File: src/common/rx_mac_macros.svh
//**************************************************************************
// widths, control codes and timing constants for the 256-bit receive MAC
// hold counts assume the PHY repeats each bus beat for a whole beat period
//**************************************************************************
`ifndef RX_MAC_MACROS_SVH
`define RX_MAC_MACROS_SVH

// bus geometry
`define RX_DATA_W       256
`define RX_LANES        32
`define RX_START_SLOTS  8         // start allowed at every fourth lane

// control characters, valid only with the lane's control bit set
`define RX_CODE_START   8'hFB
`define RX_CODE_TERM    8'hFD
`define RX_CODE_FAULT   8'h9C     // local fault ordered set

// idle bus
`define RX_IDLE_DATA    {`RX_LANES{8'h07}}
`define RX_IDLE_CTRL    {`RX_LANES{1'b1}}

// clocks per held beat
`define RX_HOLD_25G     4
`define RX_HOLD_50G     2         // 40G uses the same hold

// link recovery
`define RX_LINK_WAIT    8         // clean cycles before linkup

// byte count record
`define RX_LEN_W        16

`endif
File: src/common/rx_mac_pkg.sv
//**************************************************************************
// shared types of the receive MAC
// bcnt_word_t keeps the byte count record layout of the downstream FIFO
//**************************************************************************
`include "rx_mac_macros.svh"

package rx_mac_pkg;

	// rate select, static while traffic runs
	typedef enum logic [1:0] {
		MODE_25G,
		MODE_40G,
		MODE_50G
	} rx_mode_t;

	// link monitor states
	typedef enum logic [1:0] {
		LINK_FAIL,
		LINK_RCVR,
		LINK_GOOD
	} link_state_t;

	// one bus beat, data above control
	typedef struct packed {
		logic [`RX_DATA_W-1:0] data;
		logic [`RX_LANES-1:0]  ctrl;
	} xgmii_word_t;

	// per lane decode results
	typedef struct packed {
		logic [`RX_START_SLOTS-1:0] start;   // one per start slot
		logic [`RX_LANES-1:0]       term;    // one per lane
		logic                       fault;   // lanes 0 and 4 only
	} lane_flags_t;

	// byte count record, 32 bits
	typedef struct packed {
		logic [`RX_START_SLOTS-1:0] start_lane;  // one-hot start slot
		logic                       single_beat;
		logic [6:0]                 spare;
		logic [`RX_LEN_W-1:0]       length;
	} bcnt_word_t;

endpackage

File: src/rtl/rx_mac_top.sv
//**************************************************************************
// receive MAC, 25G / 40G / 50G on a 256-bit bus with per-byte control
// each input beat must be held for the mode's hold count, no back-pressure
//**************************************************************************
`include "rx_mac_macros.svh"

module rx_mac_top (
	input  logic                     x_clk,
	input  logic                     reset_,
	input  rx_mac_pkg::rx_mode_t     mode,
	input  logic                     init_done,
	input  rx_mac_pkg::xgmii_word_t  rx_in,
	output rx_mac_pkg::xgmii_word_t  rx_out,
	output logic                     x_we,
	output rx_mac_pkg::bcnt_word_t   x_byte_cnt,
	output logic                     x_bcnt_we,
	output logic                     linkup
);

	rx_mac_pkg::xgmii_word_t  rx_dly;
	rx_mac_pkg::xgmii_word_t  word_cap;
	rx_mac_pkg::lane_flags_t  flags;
	rx_mac_pkg::bcnt_word_t   bcnt;
	logic                     beat_sample;
	logic                     restart;
	logic                     in_frame;
	logic                     frame_end;
	logic                     beat_we;
	logic                     bcnt_we;
	logic                     link_ok;

	// a start seen while idle realigns the beat phase
	assign restart = (|flags.start) & ~in_frame;

	rx_lane_decode u_decode (
		.x_clk  (x_clk),
		.reset_ (reset_),
		.rx_in  (rx_in),
		.rx_dly (rx_dly),
		.flags  (flags)
	);

	rx_beat_pacer u_pacer (
		.x_clk       (x_clk),
		.reset_      (reset_),
		.mode        (mode),
		.restart     (restart),
		.beat_sample (beat_sample)
	);

	rx_framer u_framer (
		.x_clk       (x_clk),
		.reset_      (reset_),
		.rx_dly      (rx_dly),
		.flags       (flags),
		.beat_sample (beat_sample),
		.in_frame    (in_frame),
		.frame_end   (frame_end),
		.beat_we     (beat_we),
		.word_out    (word_cap)
	);

	rx_byte_counter u_bcnt (
		.x_clk       (x_clk),
		.reset_      (reset_),
		.flags       (flags),
		.beat_sample (beat_sample),
		.in_frame    (in_frame),
		.frame_end   (frame_end),
		.bcnt        (bcnt),
		.bcnt_we     (bcnt_we)
	);

	rx_link_monitor u_link (
		.x_clk     (x_clk),
		.reset_    (reset_),
		.init_done (init_done),
		.fault     (flags.fault),
		.linkup    (link_ok)
	);

	//**********************************************************************
	// output stage toward the FIFOs
	//**********************************************************************
	always_ff @(posedge x_clk) begin
		if (!reset_) begin
			rx_out     <= '{data: `RX_IDLE_DATA, ctrl: `RX_IDLE_CTRL};
			x_we       <= 1'b0;
			x_byte_cnt <= '0;
			x_bcnt_we  <= 1'b0;
			linkup     <= 1'b0;
		end else begin
			rx_out     <= word_cap;
			x_we       <= beat_we;
			x_byte_cnt <= bcnt;
			x_bcnt_we  <= bcnt_we;
			linkup     <= link_ok;
		end
	end

endmodule

File: src/rtl/rx_link_monitor.sv
//**************************************************************************
// link state from local fault sets and init_done
// linkup needs RX_LINK_WAIT clean cycles in a row after the last fault
//**************************************************************************
`include "rx_mac_macros.svh"

module rx_link_monitor (
	input  logic x_clk,
	input  logic reset_,
	input  logic init_done,
	input  logic fault,
	output logic linkup
);

	localparam int CNT_W = $clog2(`RX_LINK_WAIT + 1);

	rx_mac_pkg::link_state_t state;
	logic [CNT_W-1:0]        wait_cnt;
	logic                    link_bad;

	assign link_bad = fault | ~init_done;
	assign linkup   = (state == rx_mac_pkg::LINK_GOOD);

	//**********************************************************************
	// fail / recover / good
	//**********************************************************************
	always_ff @(posedge x_clk) begin
		if (!reset_) begin
			state    <= rx_mac_pkg::LINK_FAIL;
			wait_cnt <= CNT_W'(`RX_LINK_WAIT);
		end else begin
			case (state)
				rx_mac_pkg::LINK_FAIL: begin
					wait_cnt <= CNT_W'(`RX_LINK_WAIT);
					if (!link_bad) state <= rx_mac_pkg::LINK_RCVR;
				end
				rx_mac_pkg::LINK_RCVR: begin
					if (link_bad) begin
						state <= rx_mac_pkg::LINK_FAIL;
					end else if (wait_cnt == CNT_W'(1)) begin
						state <= rx_mac_pkg::LINK_GOOD;   // last clean cycle
					end else begin
						wait_cnt <= wait_cnt - 1'b1;
					end
				end
				rx_mac_pkg::LINK_GOOD: begin
					if (link_bad) state <= rx_mac_pkg::LINK_FAIL;
				end
				default: begin
					state <= rx_mac_pkg::LINK_FAIL;
				end
			endcase
		end
	end

endmodule

File: src/rtl/frame/rx_byte_counter.sv
//**************************************************************************
// frame length and start slot, record valid with bcnt_we at frame end
// only the lowest start slot and lowest terminate lane of a beat count
//**************************************************************************
`include "rx_mac_macros.svh"

module rx_byte_counter (
	input  logic                     x_clk,
	input  logic                     reset_,
	input  rx_mac_pkg::lane_flags_t  flags,
	input  logic                     beat_sample,
	input  logic                     in_frame,
	input  logic                     frame_end,
	output rx_mac_pkg::bcnt_word_t   bcnt,
	output logic                     bcnt_we
);

	localparam int LANES      = `RX_LANES;
	localparam int SLOTS      = `RX_START_SLOTS;
	localparam int SLOT_LANES = LANES / SLOTS;
	localparam int SLOT_W     = $clog2(SLOTS);
	localparam int LANE_W     = $clog2(LANES);
	localparam int LEN_W      = `RX_LEN_W;

	logic              has_start;
	logic              has_term;
	logic              take_beat;
	logic [SLOT_W-1:0] start_slot;
	logic [LANE_W-1:0] term_lane;
	logic [SLOTS-1:0]  start_hot;
	logic [SLOTS-1:0]  slot_q;      // start slot of the open frame
	logic [LEN_W-1:0]  start_off;
	logic [LEN_W-1:0]  head_len;
	logic [LEN_W-1:0]  tail_len;
	logic [LEN_W-1:0]  len_acc;

	assign has_start = |flags.start;
	assign has_term  = |flags.term;
	assign take_beat = beat_sample & (in_frame | has_start);

	// lowest set bit wins
	assign start_hot = flags.start & (~flags.start + 1'b1);

	always_comb begin
		start_slot = '0;
		term_lane  = '0;
		for (int s = SLOTS - 1; s >= 0; s--) begin
			if (flags.start[s]) start_slot = SLOT_W'(s);
		end
		for (int i = LANES - 1; i >= 0; i--) begin
			if (flags.term[i]) term_lane = LANE_W'(i);
		end
	end

	assign start_off = LEN_W'(SLOT_LANES * start_slot);
	assign head_len  = LEN_W'(LANES) - start_off;     // bytes from start lane on
	assign tail_len  = LEN_W'(term_lane) + 1'b1;      // bytes up to terminate

	//**********************************************************************
	// accumulate and build the record
	//**********************************************************************
	always_ff @(posedge x_clk) begin
		if (!reset_) begin
			len_acc <= '0;
			slot_q  <= '0;
			bcnt    <= '0;
		end else if (take_beat) begin
			if (!in_frame) begin
				len_acc <= head_len;
				slot_q  <= start_hot;
				if (has_term) begin
					bcnt <= '{start_lane: start_hot, single_beat: 1'b1,
						spare: '0, length: tail_len - start_off};
				end
			end else if (has_term) begin
				bcnt <= '{start_lane: slot_q, single_beat: 1'b0,
					spare: '0, length: len_acc + tail_len};
			end else begin
				len_acc <= len_acc + LEN_W'(LANES);  // full middle beat
			end
		end
	end

	// record lands in the same cycle as the framer's end pulse
	assign bcnt_we = frame_end;

endmodule

File: src/rtl/frame/rx_framer.sv
//**************************************************************************
// frame state and beat capture, one write per sampled beat in a frame
// terminate is ignored unless a frame is open or starts in the same beat
//**************************************************************************
`include "rx_mac_macros.svh"

module rx_framer (
	input  logic                     x_clk,
	input  logic                     reset_,
	input  rx_mac_pkg::xgmii_word_t  rx_dly,
	input  rx_mac_pkg::lane_flags_t  flags,
	input  logic                     beat_sample,
	output logic                     in_frame,
	output logic                     frame_end,
	output logic                     beat_we,
	output rx_mac_pkg::xgmii_word_t  word_out
);

	logic has_start;
	logic has_term;
	logic take_beat;

	assign has_start = |flags.start;
	assign has_term  = |flags.term;

	// start beat, middle beats and end beat all get written
	assign take_beat = beat_sample & (in_frame | has_start);

	//**********************************************************************
	// frame bit and capture
	//**********************************************************************
	always_ff @(posedge x_clk) begin
		if (!reset_) begin
			in_frame  <= 1'b0;
			frame_end <= 1'b0;
			beat_we   <= 1'b0;
			word_out  <= '{data: `RX_IDLE_DATA, ctrl: `RX_IDLE_CTRL};
		end else begin
			beat_we   <= take_beat;
			frame_end <= take_beat & has_term;     // also for start+term beat
			if (take_beat) begin
				word_out <= rx_dly;                // held until next write
				in_frame <= ~has_term;
			end
		end
	end

endmodule

File: src/rtl/frame/rx_beat_pacer.sv
//**************************************************************************
// marks the one sampled cycle of each held beat
// mode must be static, restart realigns the phase to a new start beat
//**************************************************************************
`include "rx_mac_macros.svh"

module rx_beat_pacer (
	input  logic                  x_clk,
	input  logic                  reset_,
	input  rx_mac_pkg::rx_mode_t  mode,
	input  logic                  restart,
	output logic                  beat_sample
);

	localparam logic [1:0] LAST_25G = 2'(`RX_HOLD_25G - 1);
	localparam logic [1:0] LAST_50G = 2'(`RX_HOLD_50G - 1);

	logic [1:0] phase;
	logic [1:0] phase_now;
	logic [1:0] last_phase;
	logic       restart_q;
	logic       restart_edge;

	// a single-beat frame keeps restart high for the whole hold
	assign restart_edge = restart & ~restart_q;
	assign phase_now    = restart_edge ? 2'd0 : phase;
	assign last_phase   = (mode == rx_mac_pkg::MODE_25G) ? LAST_25G : LAST_50G;
	assign beat_sample  = (phase_now == 2'd0);

	always_ff @(posedge x_clk) begin
		if (!reset_) begin
			phase     <= 2'd0;
			restart_q <= 1'b0;
		end else begin
			restart_q <= restart;
			phase     <= (phase_now == last_phase) ? 2'd0 : phase_now + 2'd1;
		end
	end

endmodule

File: src/rtl/frame/rx_lane_decode.sv
//**************************************************************************
// registers the receive bus and decodes control characters per lane
// fault ordered sets are only recognised at lanes 0 and 4
//**************************************************************************
`include "rx_mac_macros.svh"

module rx_lane_decode (
	input  logic                     x_clk,
	input  logic                     reset_,
	input  rx_mac_pkg::xgmii_word_t  rx_in,
	output rx_mac_pkg::xgmii_word_t  rx_dly,
	output rx_mac_pkg::lane_flags_t  flags
);

	localparam int LANES      = `RX_LANES;
	localparam int SLOTS      = `RX_START_SLOTS;
	localparam int SLOT_LANES = LANES / SLOTS;

	rx_mac_pkg::lane_flags_t flags_nxt;

	//**********************************************************************
	// lane compares
	//**********************************************************************
	always_comb begin
		flags_nxt = '0;

		// terminate may sit in any lane
		for (int i = 0; i < LANES; i++) begin
			flags_nxt.term[i] = rx_in.ctrl[i] &
				(rx_in.data[8*i +: 8] == `RX_CODE_TERM);
		end

		// start only at the first lane of a slot
		for (int s = 0; s < SLOTS; s++) begin
			flags_nxt.start[s] = rx_in.ctrl[s*SLOT_LANES] &
				(rx_in.data[8*s*SLOT_LANES +: 8] == `RX_CODE_START);
		end

		// each fault code checked against its own control bit
		flags_nxt.fault =
			(rx_in.ctrl[0] & (rx_in.data[7:0] == `RX_CODE_FAULT)) |
			(rx_in.ctrl[SLOT_LANES] &
				(rx_in.data[8*SLOT_LANES +: 8] == `RX_CODE_FAULT));
	end

	// payload stage
	always_ff @(posedge x_clk) begin
		rx_dly <= rx_in;
	end

	always_ff @(posedge x_clk) begin
		if (!reset_) begin
			flags <= '0;
		end else begin
			flags <= flags_nxt;
		end
	end

endmodule

File: config.mk
export PLATFORM = sky130hd
export DESIGN_NAME = rx_mac_top
export DESIGN_NICKNAME = d
export VERILOG_FILES = /design/src/common/rx_mac_pkg.sv /design/src/rtl/rx_mac_top.sv /design/src/rtl/rx_link_monitor.sv /design/src/rtl/frame/rx_byte_counter.sv /design/src/rtl/frame/rx_framer.sv /design/src/rtl/frame/rx_beat_pacer.sv /design/src/rtl/frame/rx_lane_decode.sv
export VERILOG_INCLUDE_DIRS = /design/src /design/src/common
export SDC_FILE = /design/constraint.sdc
export NUM_CORES = 1
export LEC_CHECK = 0
export ABC_AREA = 1
export BUFFER_PORTS_ARGS = -buffer_cell sky130_fd_sc_hd__buf_2
export CAP_MARGIN = 15
export CORE_MARGIN = 8
export CORE_UTILIZATION = 25
export DETAILED_ROUTE_END_ITERATION = 10
export SYNTH_ARGS = -nofsm -noshare
export SYNTH_HDL_FRONTEND = slang
export SYNTH_HIERARCHICAL = 1
export SYNTH_SLANG_ARGS = --single-unit
File: constraint.sdc
create_clock -name x_clk -period 3.62 [get_ports x_clk]
set_clock_uncertainty 0.1 [all_clocks]
set_input_delay 1.086 -clock x_clk [delete_from_list [all_inputs] [get_ports x_clk]]
set_output_delay 1.086 -clock x_clk [all_outputs]
set_load 0.005 [all_outputs]
Word-level counts from Yosys, hierarchy flattened
Cells that the tools add are included.
{"block": "op_classes", "n_addsub": 8, "eq_ne": 52, "muxes": 55, "bitwise": 56, "reduce_logical": 12}
{"cell": "$eq 8x8->1 const B", "n": 42}
{"cell": "$mux 5", "n": 32}
{"cell": "$mux 32", "n": 3}
{"cell": "$and 1x1->1", "n": 46}
{"cell": "$mux 16", "n": 2}
{"cell": "$reduce_or 32->1", "n": 1}
{"cell": "$mux 3", "n": 8}
{"cell": "$add 16x16->16", "n": 1}
{"cell": "$add 16x6->16 const B", "n": 1}
{"cell": "$sub 16x5->16", "n": 1}
{"cell": "$mux 2", "n": 6}
{"cell": "$add 8x1->8 const B", "n": 1}
{"cell": "$and 8x8->8", "n": 1}
{"cell": "$mux 4", "n": 2}
{"cell": "$ne 2x2->1 const B", "n": 4}
{"cell": "$not 8->8", "n": 1}
{"cell": "$pmux 4 s2", "n": 1}
{"cell": "$reduce_or 8->1", "n": 1}
{"cell": "$sub 6x5->7 const A", "n": 1}
{"cell": "$add 5x1->6 const B", "n": 1}
{"cell": "$logic_not 2->1", "n": 3}
{"cell": "$pmux 2 s3", "n": 1}
{"cell": "$reduce_and 2->1", "n": 3}
{"cell": "$reduce_and 3->1", "n": 2}
{"cell": "12 further kinds", "n": 18}
{"block": "totals", "register_bits": 1008, "output_inout_bits": 323}

Depth between registers and ports, before layout
Gate-level depths: netlist (run 1).
{"block": "depth", "depth_word": 36, "mapped_depth": 52, "ltp_nobuf": 52}

Modules after synthesis
Netlist (run 1), hierarchy kept.
{"module": "rx_framer", "n_inst": 1, "cells_each": 1669, "area_per_inst_um2": 11867.6, "seq_area_each_um2": 5825.6}
{"module": "rx_mac_top", "n_inst": 1, "cells_each": 1013, "area_per_inst_um2": 9170.0, "seq_area_each_um2": 6466.2}
{"module": "rx_lane_decode", "n_inst": 1, "cells_each": 539, "area_per_inst_um2": 7607.3, "seq_area_each_um2": 6586.3}
{"module": "rx_byte_counter", "n_inst": 1, "cells_each": 492, "area_per_inst_um2": 3098.0, "seq_area_each_um2": 940.9}
{"module": "rx_link_monitor", "n_inst": 1, "cells_each": 55, "area_per_inst_um2": 356.6, "seq_area_each_um2": 120.1}
{"module": "rx_beat_pacer", "n_inst": 1, "cells_each": 21, "area_per_inst_um2": 143.9, "seq_area_each_um2": 60.1}

Worst setup path after synthesis (run 1)
OpenSTA, ideal clock, no wires.
{"block": "synth_path", "kind": "reg-to-reg", "startpoint": "register u_decode/flags[31] (netlist name)", "endpoint": "register u_bcnt/bcnt[10] (netlist name)", "arrival_ns": 3.613, "setup_slack_ns": -0.222, "path_stages_with_launch": 50, "n_path_buf": 0, "synth_period_minus_slack_ns": 3.842, "path_cell_list": "dfxtp_1 inv_1 nand2_1 nand2_1 nand2_1 nand2_1 nand2_1 nand2_1 nand2_1 nand2_1 nand2_1 nand2_1 nand2_1 nand2_1 nand2_1 nand2_1 nand2_1 nand2_1 [... 14 more ...] ha_1 nand4_1 xor2_1 ha_1 a21oi_1 inv_1 nand2_1 inv_1 nor2_1 inv_1 a21oi_1 nor2_1 inv_1 nor2_1 o21ai_0 a21oi_1 nor2_1 a21oi_1"}
{"block": "synth_between", "elab_chain_cells": 35, "elab_cells_between_ends": 39}
{"item": "$mux 5 (31 in series)", "line_no": "rx_byte_counter.sv:51", "text": "if (flags.term[i]) term_lane = LANE_W'(i);"}
{"item": "$add 5x1->6", "line_no": "rx_byte_counter.sv:57", "text": "assign tail_len = LEN_W'(term_lane) + 1'b1;"}
{"item": "$sub 16x5->16 / $add 16x16->16 (equally long branches)", "line_no": "rx_byte_counter.sv:73, rx_byte_counter.sv:77"}
{"item": "$mux 32 (on tied branches)", "line_no": "rx_byte_counter.sv:71, rx_byte_counter.sv:75"}
{"item": "$mux 32", "line_no": "rx_byte_counter.sv:68", "text": "if (!in_frame) begin"}
Parallel ways exist; a longest one is shown, timed or not. The select of a mux whose other input is x is not followed.
A chain may end at the register's enable or synchronous reset.

Worst setup path in the final report (run 1)
{"block": "layout_path", "startpoint": "register u_decode/flags[31] (netlist name)", "endpoint": "register u_bcnt/bcnt[9] (netlist name)"}
{"block": "layout_between", "elab_chain_cells": 35, "elab_cells_between_ends": 39}
{"item": "$mux 5 (31 in series)", "line_no": "rx_byte_counter.sv:51"}
{"item": "$add 5x1->6", "line_no": "rx_byte_counter.sv:57"}
{"item": "$sub 16x5->16 / $add 16x16->16 (equally long branches)", "line_no": "rx_byte_counter.sv:73, rx_byte_counter.sv:77"}
{"item": "$mux 32 (on tied branches)", "line_no": "rx_byte_counter.sv:71, rx_byte_counter.sv:75"}
{"item": "$mux 32", "line_no": "rx_byte_counter.sv:68"}
Parallel ways exist; a longest one is shown, timed or not. The select of a mux whose other input is x is not followed.

==> reports/qor.txt, run 1 <==
Crit path launch - u_decode/flags[31]$_SDFF_PN0_
Full die area - 141000 sq um
Vias in the first global route - 25615
Simple-Gate Fraction of Synth Area - 0.219
CP Capture Type - flop
Die Span Y - 375 um
Die W - 375 um
XOR/XNOR Fraction of Synth Area - 0.00163
Crit path kind - flop to flop
CTS Sinks - 999
Setup ws final - -0.566 ns
Final Wtd Congestion - 0.843
Rel. slew slack - 0.488
Distinct cell type count after synthesis - 40
Initial antenna violation count - 40
Hold path startpoint - u_framer/word_out[79]$_SDFFE_PN0P_
Top-area cell type share of the netlist area - 0.620
Min cycle time layout - 4.19 ns
# setup viols final - 11
HP Class - flop to flop
Post-DP HPWL - 78.0 mm
Logic pwr share - 0.050
# IOs - 616
WHS - 0.316 ns
Most frequent cells in the layout - dfxtp_1, nand2_1, buf_2, inv_1, nand3_1
PwrDens - 581 nW/um^2
Sequential Power Share - 0.469
Final period util - 1.16
GRT Residual Overflow - 0
Psw - 5.66 mW
Lkg Pwr - 21.3 nW
Crit-path most repeated cell - nand2_1
Peak supply drop - 0.353 mV
Worst-path clk slew - 0.06 ns
Violated checks - negative setup slack
Compound-gate portion of the synthesized area - 0.0470
Part of the power in the clock network - 0.481
Avg Cell Area, Syn - 8.51 sq um
# hold bufs at CTS - 0
Top post-synthesis cells by area - dfxtp_1, nand2_1, inv_1
Most common cell after layout, fill and taps aside - dfxtp_1
P&R area growth vs syn - 28.8%
CORE AREA - 128000 sq um
Core Util, Final - 0.325
Global-route usage over all layers - 0.145
Initial drt markers - 1641
Num rows - 131
TritonRoute pass-1 iters - 6
Biggest area consumer among synthesized cells - dfxtp_1
Worst-Skew Late Latency - 0.75 ns
Synth Instances - 3789
CP peak stage delay - 0.32 ns
EDFF count, synth - 0
Total wire length - 106 mm
Synth Area in Adders - 0.00605
DRC viols - 0
Layout cells sized above 1 - 0.223
CTS buffer count - 107
RSZ-0062 raised after global routing - true
Warnings from Yosys - 6
Largest net degree at the start of global routing - 124
Max Fclk - 0.239 GHz
DR WL/cell - 17.0 um
Number of max-cap violations - 0
Initial core utilization - 0.252
Worst-path maximum fanout - 4
H-tree depth - 3
Asr flop ratio synth - 0
Mapped Area - 32200 sq um
Critical Path Start Type - flop
CTS tree - done
CTS max path bufs - 3
Final hold vios - 0
Post-DR vias/cell - 4.16
IO Port Bufs - 615
Worst Tran Pin Value - 0.769 ns
Sum Neg Setup Slack - -5.16 ns
Via count - 25831
Sequential cell area fraction in the yosys report - 0.620
Switching share of power - 0.235
FILL cells - 13401
Fin nets - 4740
Worst Path Arrival - 4.77 ns
Antenna Nets Post-Route - 0
Reg2reg start - u_decode/flags[31]$_SDFF_PN0_
Clock root buffer - clkbuf_16
Main flop type after synthesis - dfxtp_1
Final Max Tran Viols - 0
Internal power - 18.5 mW
Outcome - complete, but fails checks
Global-route wire length before repair - 157 mm
Required @ worst endpoint - 4.20 ns
Post-synthesis mux area share - 0
CP max stage cell - dfxtp_2
Combinational family with the most area after synthesis - simple AND/OR/NAND/NOR gates
Yosys reg bits - 999
final cells by class:
cell class              instances  area, sq um  share of cell area
clock buffers                 145         3040              0.0732
clock inverters                55          777              0.0187
repair buffers                733         4150              0.0999
diodes                         20         50.0             0.00121
flip-flops and latches        999        20000               0.482
multi-input cells            1967         9080               0.219
inverters                     624         2350              0.0565
well taps                    1662         2080              0.0501
synthesized netlist by cell type, types with 3 or more instances:
cell type / instances
dfxtp_1: 999
o31ai_1: 5
a21oi_2: 3
clkbuf_1: 60
nand4_1: 70
nor2_2: 3
nor2_1: 279
xor2_1: 3
xnor2_1: 3
nand3_1: 447
nor4_1: 5
nor3_1: 36
inv_1: 601
inv_2: 20
buf_4: 38
a21oi_1: 209
buf_6: 7
o21ai_0: 52
buf_1: 19
nand2_2: 6
a31oi_1: 9
or2_2: 11
nand2_1: 789
buf_2: 82
ha_1: 14
layer usage:
metal	up-vias	routed length (um)	global-route usage
met5	-	105	0
met4	16	3370	0.0539
met3	201	7600	0.0444
met2	722	50400	0.245
met1	11920	44300	0.171
li1	12972	-	-
registers in the layout (all words and copies together), names as in the netlist:
name and flops:
u_framer/frame_end 1, u_framer/in_frame 1, rx_out 288, u_link/state 2, u_link/wait_cnt 4, x_byte_cnt 32
u_pacer/restart_q 1, x_bcnt_we 1, x_we 1, u_framer/beat_we 1, u_bcnt/len_acc 14, linkup 1
u_decode/flags 41, u_pacer/phase 2, u_bcnt/bcnt 25, u_bcnt/slot_q 8, u_framer/word_out 288, u_decode/rx_dly 288
per-stage QoR:
stage	area [sq um]	total power [mW]	instances	worst slack, ns
floorplan	32300	12.2	3796	-0.130
global placement	37400	12.8	5979	-0.572
detailed placement	37400	12.8	5979	-0.605
CTS	41300	24.5	6181	-0.575
global route	41500	25.1	6195	-1.15
finish	41500	24.1	6205	-0.566
critical path, delay by kind of cell, from the launching register on:
kind / cells / cell delay [ns]
xor+xnor: 1 / 0.20
compound gates: 5 / 0.79
simple gates: 34 / 1.70
fa+ha+maj: 2 / 0.40
buf+inv: 9 / 0.59
flops: 1 / 0.32
power groups by stage:
stage / Combinational, mW / Sequential [mW] / Clock [mW]
after CTS: 1.22 / 11.3 / 11.9
after floorplan: 0.679 / 11.6 / 0
after global placement: 1.20 / 11.6 / 0
final: 1.20 / 11.3 / 11.6
after detailed placement: 1.21 / 11.6 / 0
after global routing: 1.33 / 11.3 / 12.4
kinds of logic (layout without fill, tap and decap cells):
logic type,Yosys count,after routing
xor+xnor,6,6
compound gates,288,288
fa+ha+maj,15,15
flops,999,999
other cells,1,28
buf+inv,830,1557
simple gates,1650,1650
path summary, 6_finish.rpt:
path,endpoint,slack (ns),cells after the start
max,u_bcnt/bcnt[9]$_SDFFE_PN0P_,-0.57,51
min,rx_out[79]$_SDFF_PN0_,0.32,2
min reg2reg,rx_out[79]$_SDFF_PN0_,0.32,2
max reg2reg,u_bcnt/bcnt[9]$_SDFFE_PN0P_,-0.57,51
timing repair:
action                                  CTS  global route
pin swaps                                14            22
buffers inserted                          2             4
endpoints found under the setup margin   12            14
gates resized for setup                  14            41
Power figures use the tool's default switching activity.
==> run 2, diff against run 1 <==
--- a/config.mk
+++ b/config.mk
@@ -16,3 +16,4 @@
 export SYNTH_HDL_FRONTEND = slang
 export SYNTH_HIERARCHICAL = 1
 export SYNTH_SLANG_ARGS = --single-unit
+export TNS_END_PERCENT = 30
==> run 2 against run 1 <==
  * The flow still finishes with violations (negative setup slack)
  * Critical path depth fell by 2
  * Sequential share of layout area increased by 0.38 points
  * Via count is 0.19% lower
  * Routed wire length shrank 1.7%
  * Fmax grew 0.63%
  * Critical endpoint is now u_bcnt/bcnt[12]$_SDFFE_PN0P_
  * Largest power group is now registers
==> reports/qor.txt, run 2 (synthesis results as in run 1) <==
PwrDens - 576 nW/um^2 (was 581 nW/um^2)
Initial antenna violation count - 33 (was 40)
Full die area - 141000 sq um (unchanged)
HP Class - flop to flop (unchanged)
CORE AREA - 128000 sq um (unchanged)
Crit path kind - flop to flop (unchanged)
Internal power - 18.2 mW (was 18.5 mW)
Part of the power in the clock network - 0.471 (was 0.481)
Crit-path most repeated cell - nand2_1 (unchanged)
Worst-path clk slew - 0.07 ns (was 0.06 ns)
Worst Path Arrival - 4.66 ns (was 4.77 ns)
Logic pwr share - 0.052 (was 0.050)
Reg2reg start - u_decode/flags[31]$_SDFF_PN0_ (unchanged)
CP max stage cell - dfxtp_2 (unchanged)
Final hold vios - 0 (unchanged)
WHS Endpoint - rx_out[97]$_SDFF_PN1_ (was rx_out[79]$_SDFF_PN0_)
Final period util - 1.15 (was 1.16)
Layout cells sized above 1 - 0.217 (was 0.223)
Setup ws final - -0.540 ns (was -0.566 ns)
Post-DP HPWL - 76.6 mm (was 78.0 mm)
Most frequent cells in the layout - dfxtp_1, nand2_1, buf_2, inv_1, nand3_1 (unchanged)
Min cycle time layout - 4.16 ns (was 4.19 ns)
Area post-placement - 37400 sq um (about the same)
Fin nets - 4724 (was 4740)
Number of max-cap violations - 0 (unchanged)
Worst-path maximum fanout - 3 (was 4)
Max Fclk - 0.240 GHz (was 0.239 GHz)
CP peak stage delay - 0.32 ns (about the same)
Setup WS pre-CTS - -0.586 ns (was -0.605 ns)
Die Span Y - 375 um (unchanged)
DRC viols - 0 (unchanged)
P&R area growth vs syn - 27.8% (was 28.8%)
Psw - 5.54 mW (was 5.66 mW)
Most common cell after layout, fill and taps aside - dfxtp_1 (unchanged)
Pwr Total - 23.7 mW (was 24.1 mW)
FILL cells - 13474 (was 13401)
Reg2Reg Depth - 49 (was 51)
Total wire length - 104 mm (was 106 mm)
Critical Path Start Type - flop (unchanged)
Global-route usage over all layers - 0.142 (was 0.145)
Num rows - 131 (unchanged)
Final Max Tran Viols - 0 (unchanged)
Via count - 25781 (was 25831)
H-tree depth - 3 (unchanged)
Sequential Power Share - 0.477 (was 0.469)
TritonRoute pass-1 iters - 5 (was 6)
Switching share of power - 0.234 (was 0.235)
Vias in the first global route - 25121 (was 25615)
Required @ worst endpoint - 4.12 ns (was 4.20 ns)
Clock root buffer - clkbuf_16 (unchanged)
Outcome - complete, but fails checks (unchanged)
# setup viols final - 12 (was 11)
Initial core utilization - 0.252 (unchanged)
Largest net degree at the start of global routing - 164 (was 124)
Peak supply drop - 0.382 mV (was 0.353 mV)
Violated checks - negative setup slack (unchanged)
GRT Residual Overflow - 0 (unchanged)
Final Wtd Congestion - 0.847 (was 0.843)
CTS Sinks - 999 (unchanged)
# hold bufs at CTS - 0 (unchanged)
Die W - 375 um (unchanged)
Reg2reg setup slack - -0.54 ns (was -0.57 ns)
Worst Tran Pin Value - 0.979 ns (was 0.769 ns)
CTS max path bufs - 3 (unchanged)
Largest regs - rx_out: 288 flops, u_decode/rx_dly: 288 flops, u_framer/word_out: 288 flops (unchanged)
Initial drt markers - 1557 (was 1641)
Antenna Nets Post-Route - 0 (unchanged)
CTS tree - done (unchanged)
CP Capture Type - flop (unchanged)
Lkg Pwr - 21.1 nW (was 21.3 nW)
Rel. slew slack - 0.347 (was 0.488)
Cell area after layout - 41200 sq um (was 41500 sq um)
Global-route wire length before repair - 153 mm (was 157 mm)
DR WL/cell - 16.8 um (was 17.0 um)
RSZ-0062 raised after global routing - true (unchanged)
Hold path startpoint - u_framer/word_out[97]$_SDFFE_PN1P_ (was u_framer/word_out[79]$_SDFFE_PN0P_)
IO Port Bufs - 615 (unchanged)
# IOs - 616 (unchanged)
Hold Path Cell Cnt - 2 (unchanged)
Post-DR vias/cell - 4.17 (was 4.16)
Worst-Skew Late Latency - 0.73 ns (was 0.75 ns)
CTS buffer count - 105 (was 107)
Core Util, Final - 0.322 (was 0.325)
Reg-to-reg endpoint - u_bcnt/bcnt[12]$_SDFFE_PN0P_ (was u_bcnt/bcnt[9]$_SDFFE_PN0P_)
[run 2: cell count changes in the layout (fill, tap and decap cells not counted), moves of 3 or more]
cell | before | now
diode_2 | 20 | 17
o21ai_0 | 42 | 47
buf_12 | 13 | 16
inv_1 | 591 | 594
bufinv_16 | 13 | 10
clkinv_2 | 18 | 14
clkbuf_8 | 20 | 23
o21ai_1 | 8 | 5
buf_6 | 3 | 0
clkbuf_16 | 108 | 105
buf_4 | 102 | 88
[run 2: what timing repair did]
item	in CTS	in global routing
endpoints found under the setup margin	11	14
setup buffers	4	2
resized for setup	10	23
pin swaps	14	21
[run 2: worst max-delay path by stage]
stage	to	start	cells after the start
CTS	u_bcnt/bcnt[14]$_SDFFE_PN0P_	u_decode/flags[31]$_SDFF_PN0_	48
detailed placement	u_bcnt/bcnt[12]$_SDFFE_PN0P_	u_decode/flags[30]$_SDFF_PN0_	48
floorplan	u_bcnt/bcnt[12]$_SDFFE_PN0P_	u_decode/flags[31]$_SDFF_PN0_	49
global route	u_bcnt/bcnt[12]$_SDFFE_PN0P_	u_decode/flags[31]$_SDFF_PN0_	49
finish	u_bcnt/bcnt[12]$_SDFFE_PN0P_	u_decode/flags[31]$_SDFF_PN0_	49
global placement	u_bcnt/bcnt[12]$_SDFFE_PN0P_	u_decode/flags[31]$_SDFF_PN0_	49
[run 2: worst max-delay path: cells and delay by family, from the launching register on]
family / cells / cell delay, ns
simple gates: 35 / 1.91
compound gates: 6 / 0.71
fa+ha+maj: 2 / 0.47
flops: 1 / 0.32
buf+inv: 5 / 0.28
xor+xnor: 1 / 0.26
[run 2: area by class of cell]
type                            instances  area (sq um)  share of cell area
Sequential cell                       999         20000               0.485
Timing Repair Buffer                  719          4070              0.0988
Clock buffer                          144          3000              0.0729
Inverter                              624          2340              0.0569
Clock inverter                         48           646              0.0157
Tap cell                             1662          2080              0.0505
Multi-Input combinational cell       1967          9010               0.219
Antenna cell                           17          42.5             0.00103
[run 2: layer usage]
metal,vias up,track usage,part of all wire
met4,12,0.0526,0.029
met2,746,0.236,0.47
li1,12935,-,-
met1,11904,0.171,0.43
met5,-,0,0.00076
met3,184,0.0444,0.073
[run 2: power by group through the flow]
stage / logic [mW] / registers, mW / clock network [mW]
floorplan: 0.679 / 11.6 / 0
global placement: 1.23 / 11.6 / 0
detailed placement: 1.23 / 11.6 / 0
CTS: 1.24 / 11.3 / 11.5
global route: 1.36 / 11.3 / 12.0
finish: 1.22 / 11.3 / 11.2
[run 2: through the flow]
step	setup TNS (ns)	hold WS [ns]	instances
6_report	-4.73	0.323	6180
4_1_cts	-4.95	0.284	6161
5_1_grt	-11.25	0.314	6171
3_3_place_gp	-5.20	0.302	5965
2_1_floorplan	-0.815	0.290	3796
3_5_place_dp	-5.18	0.315	5965
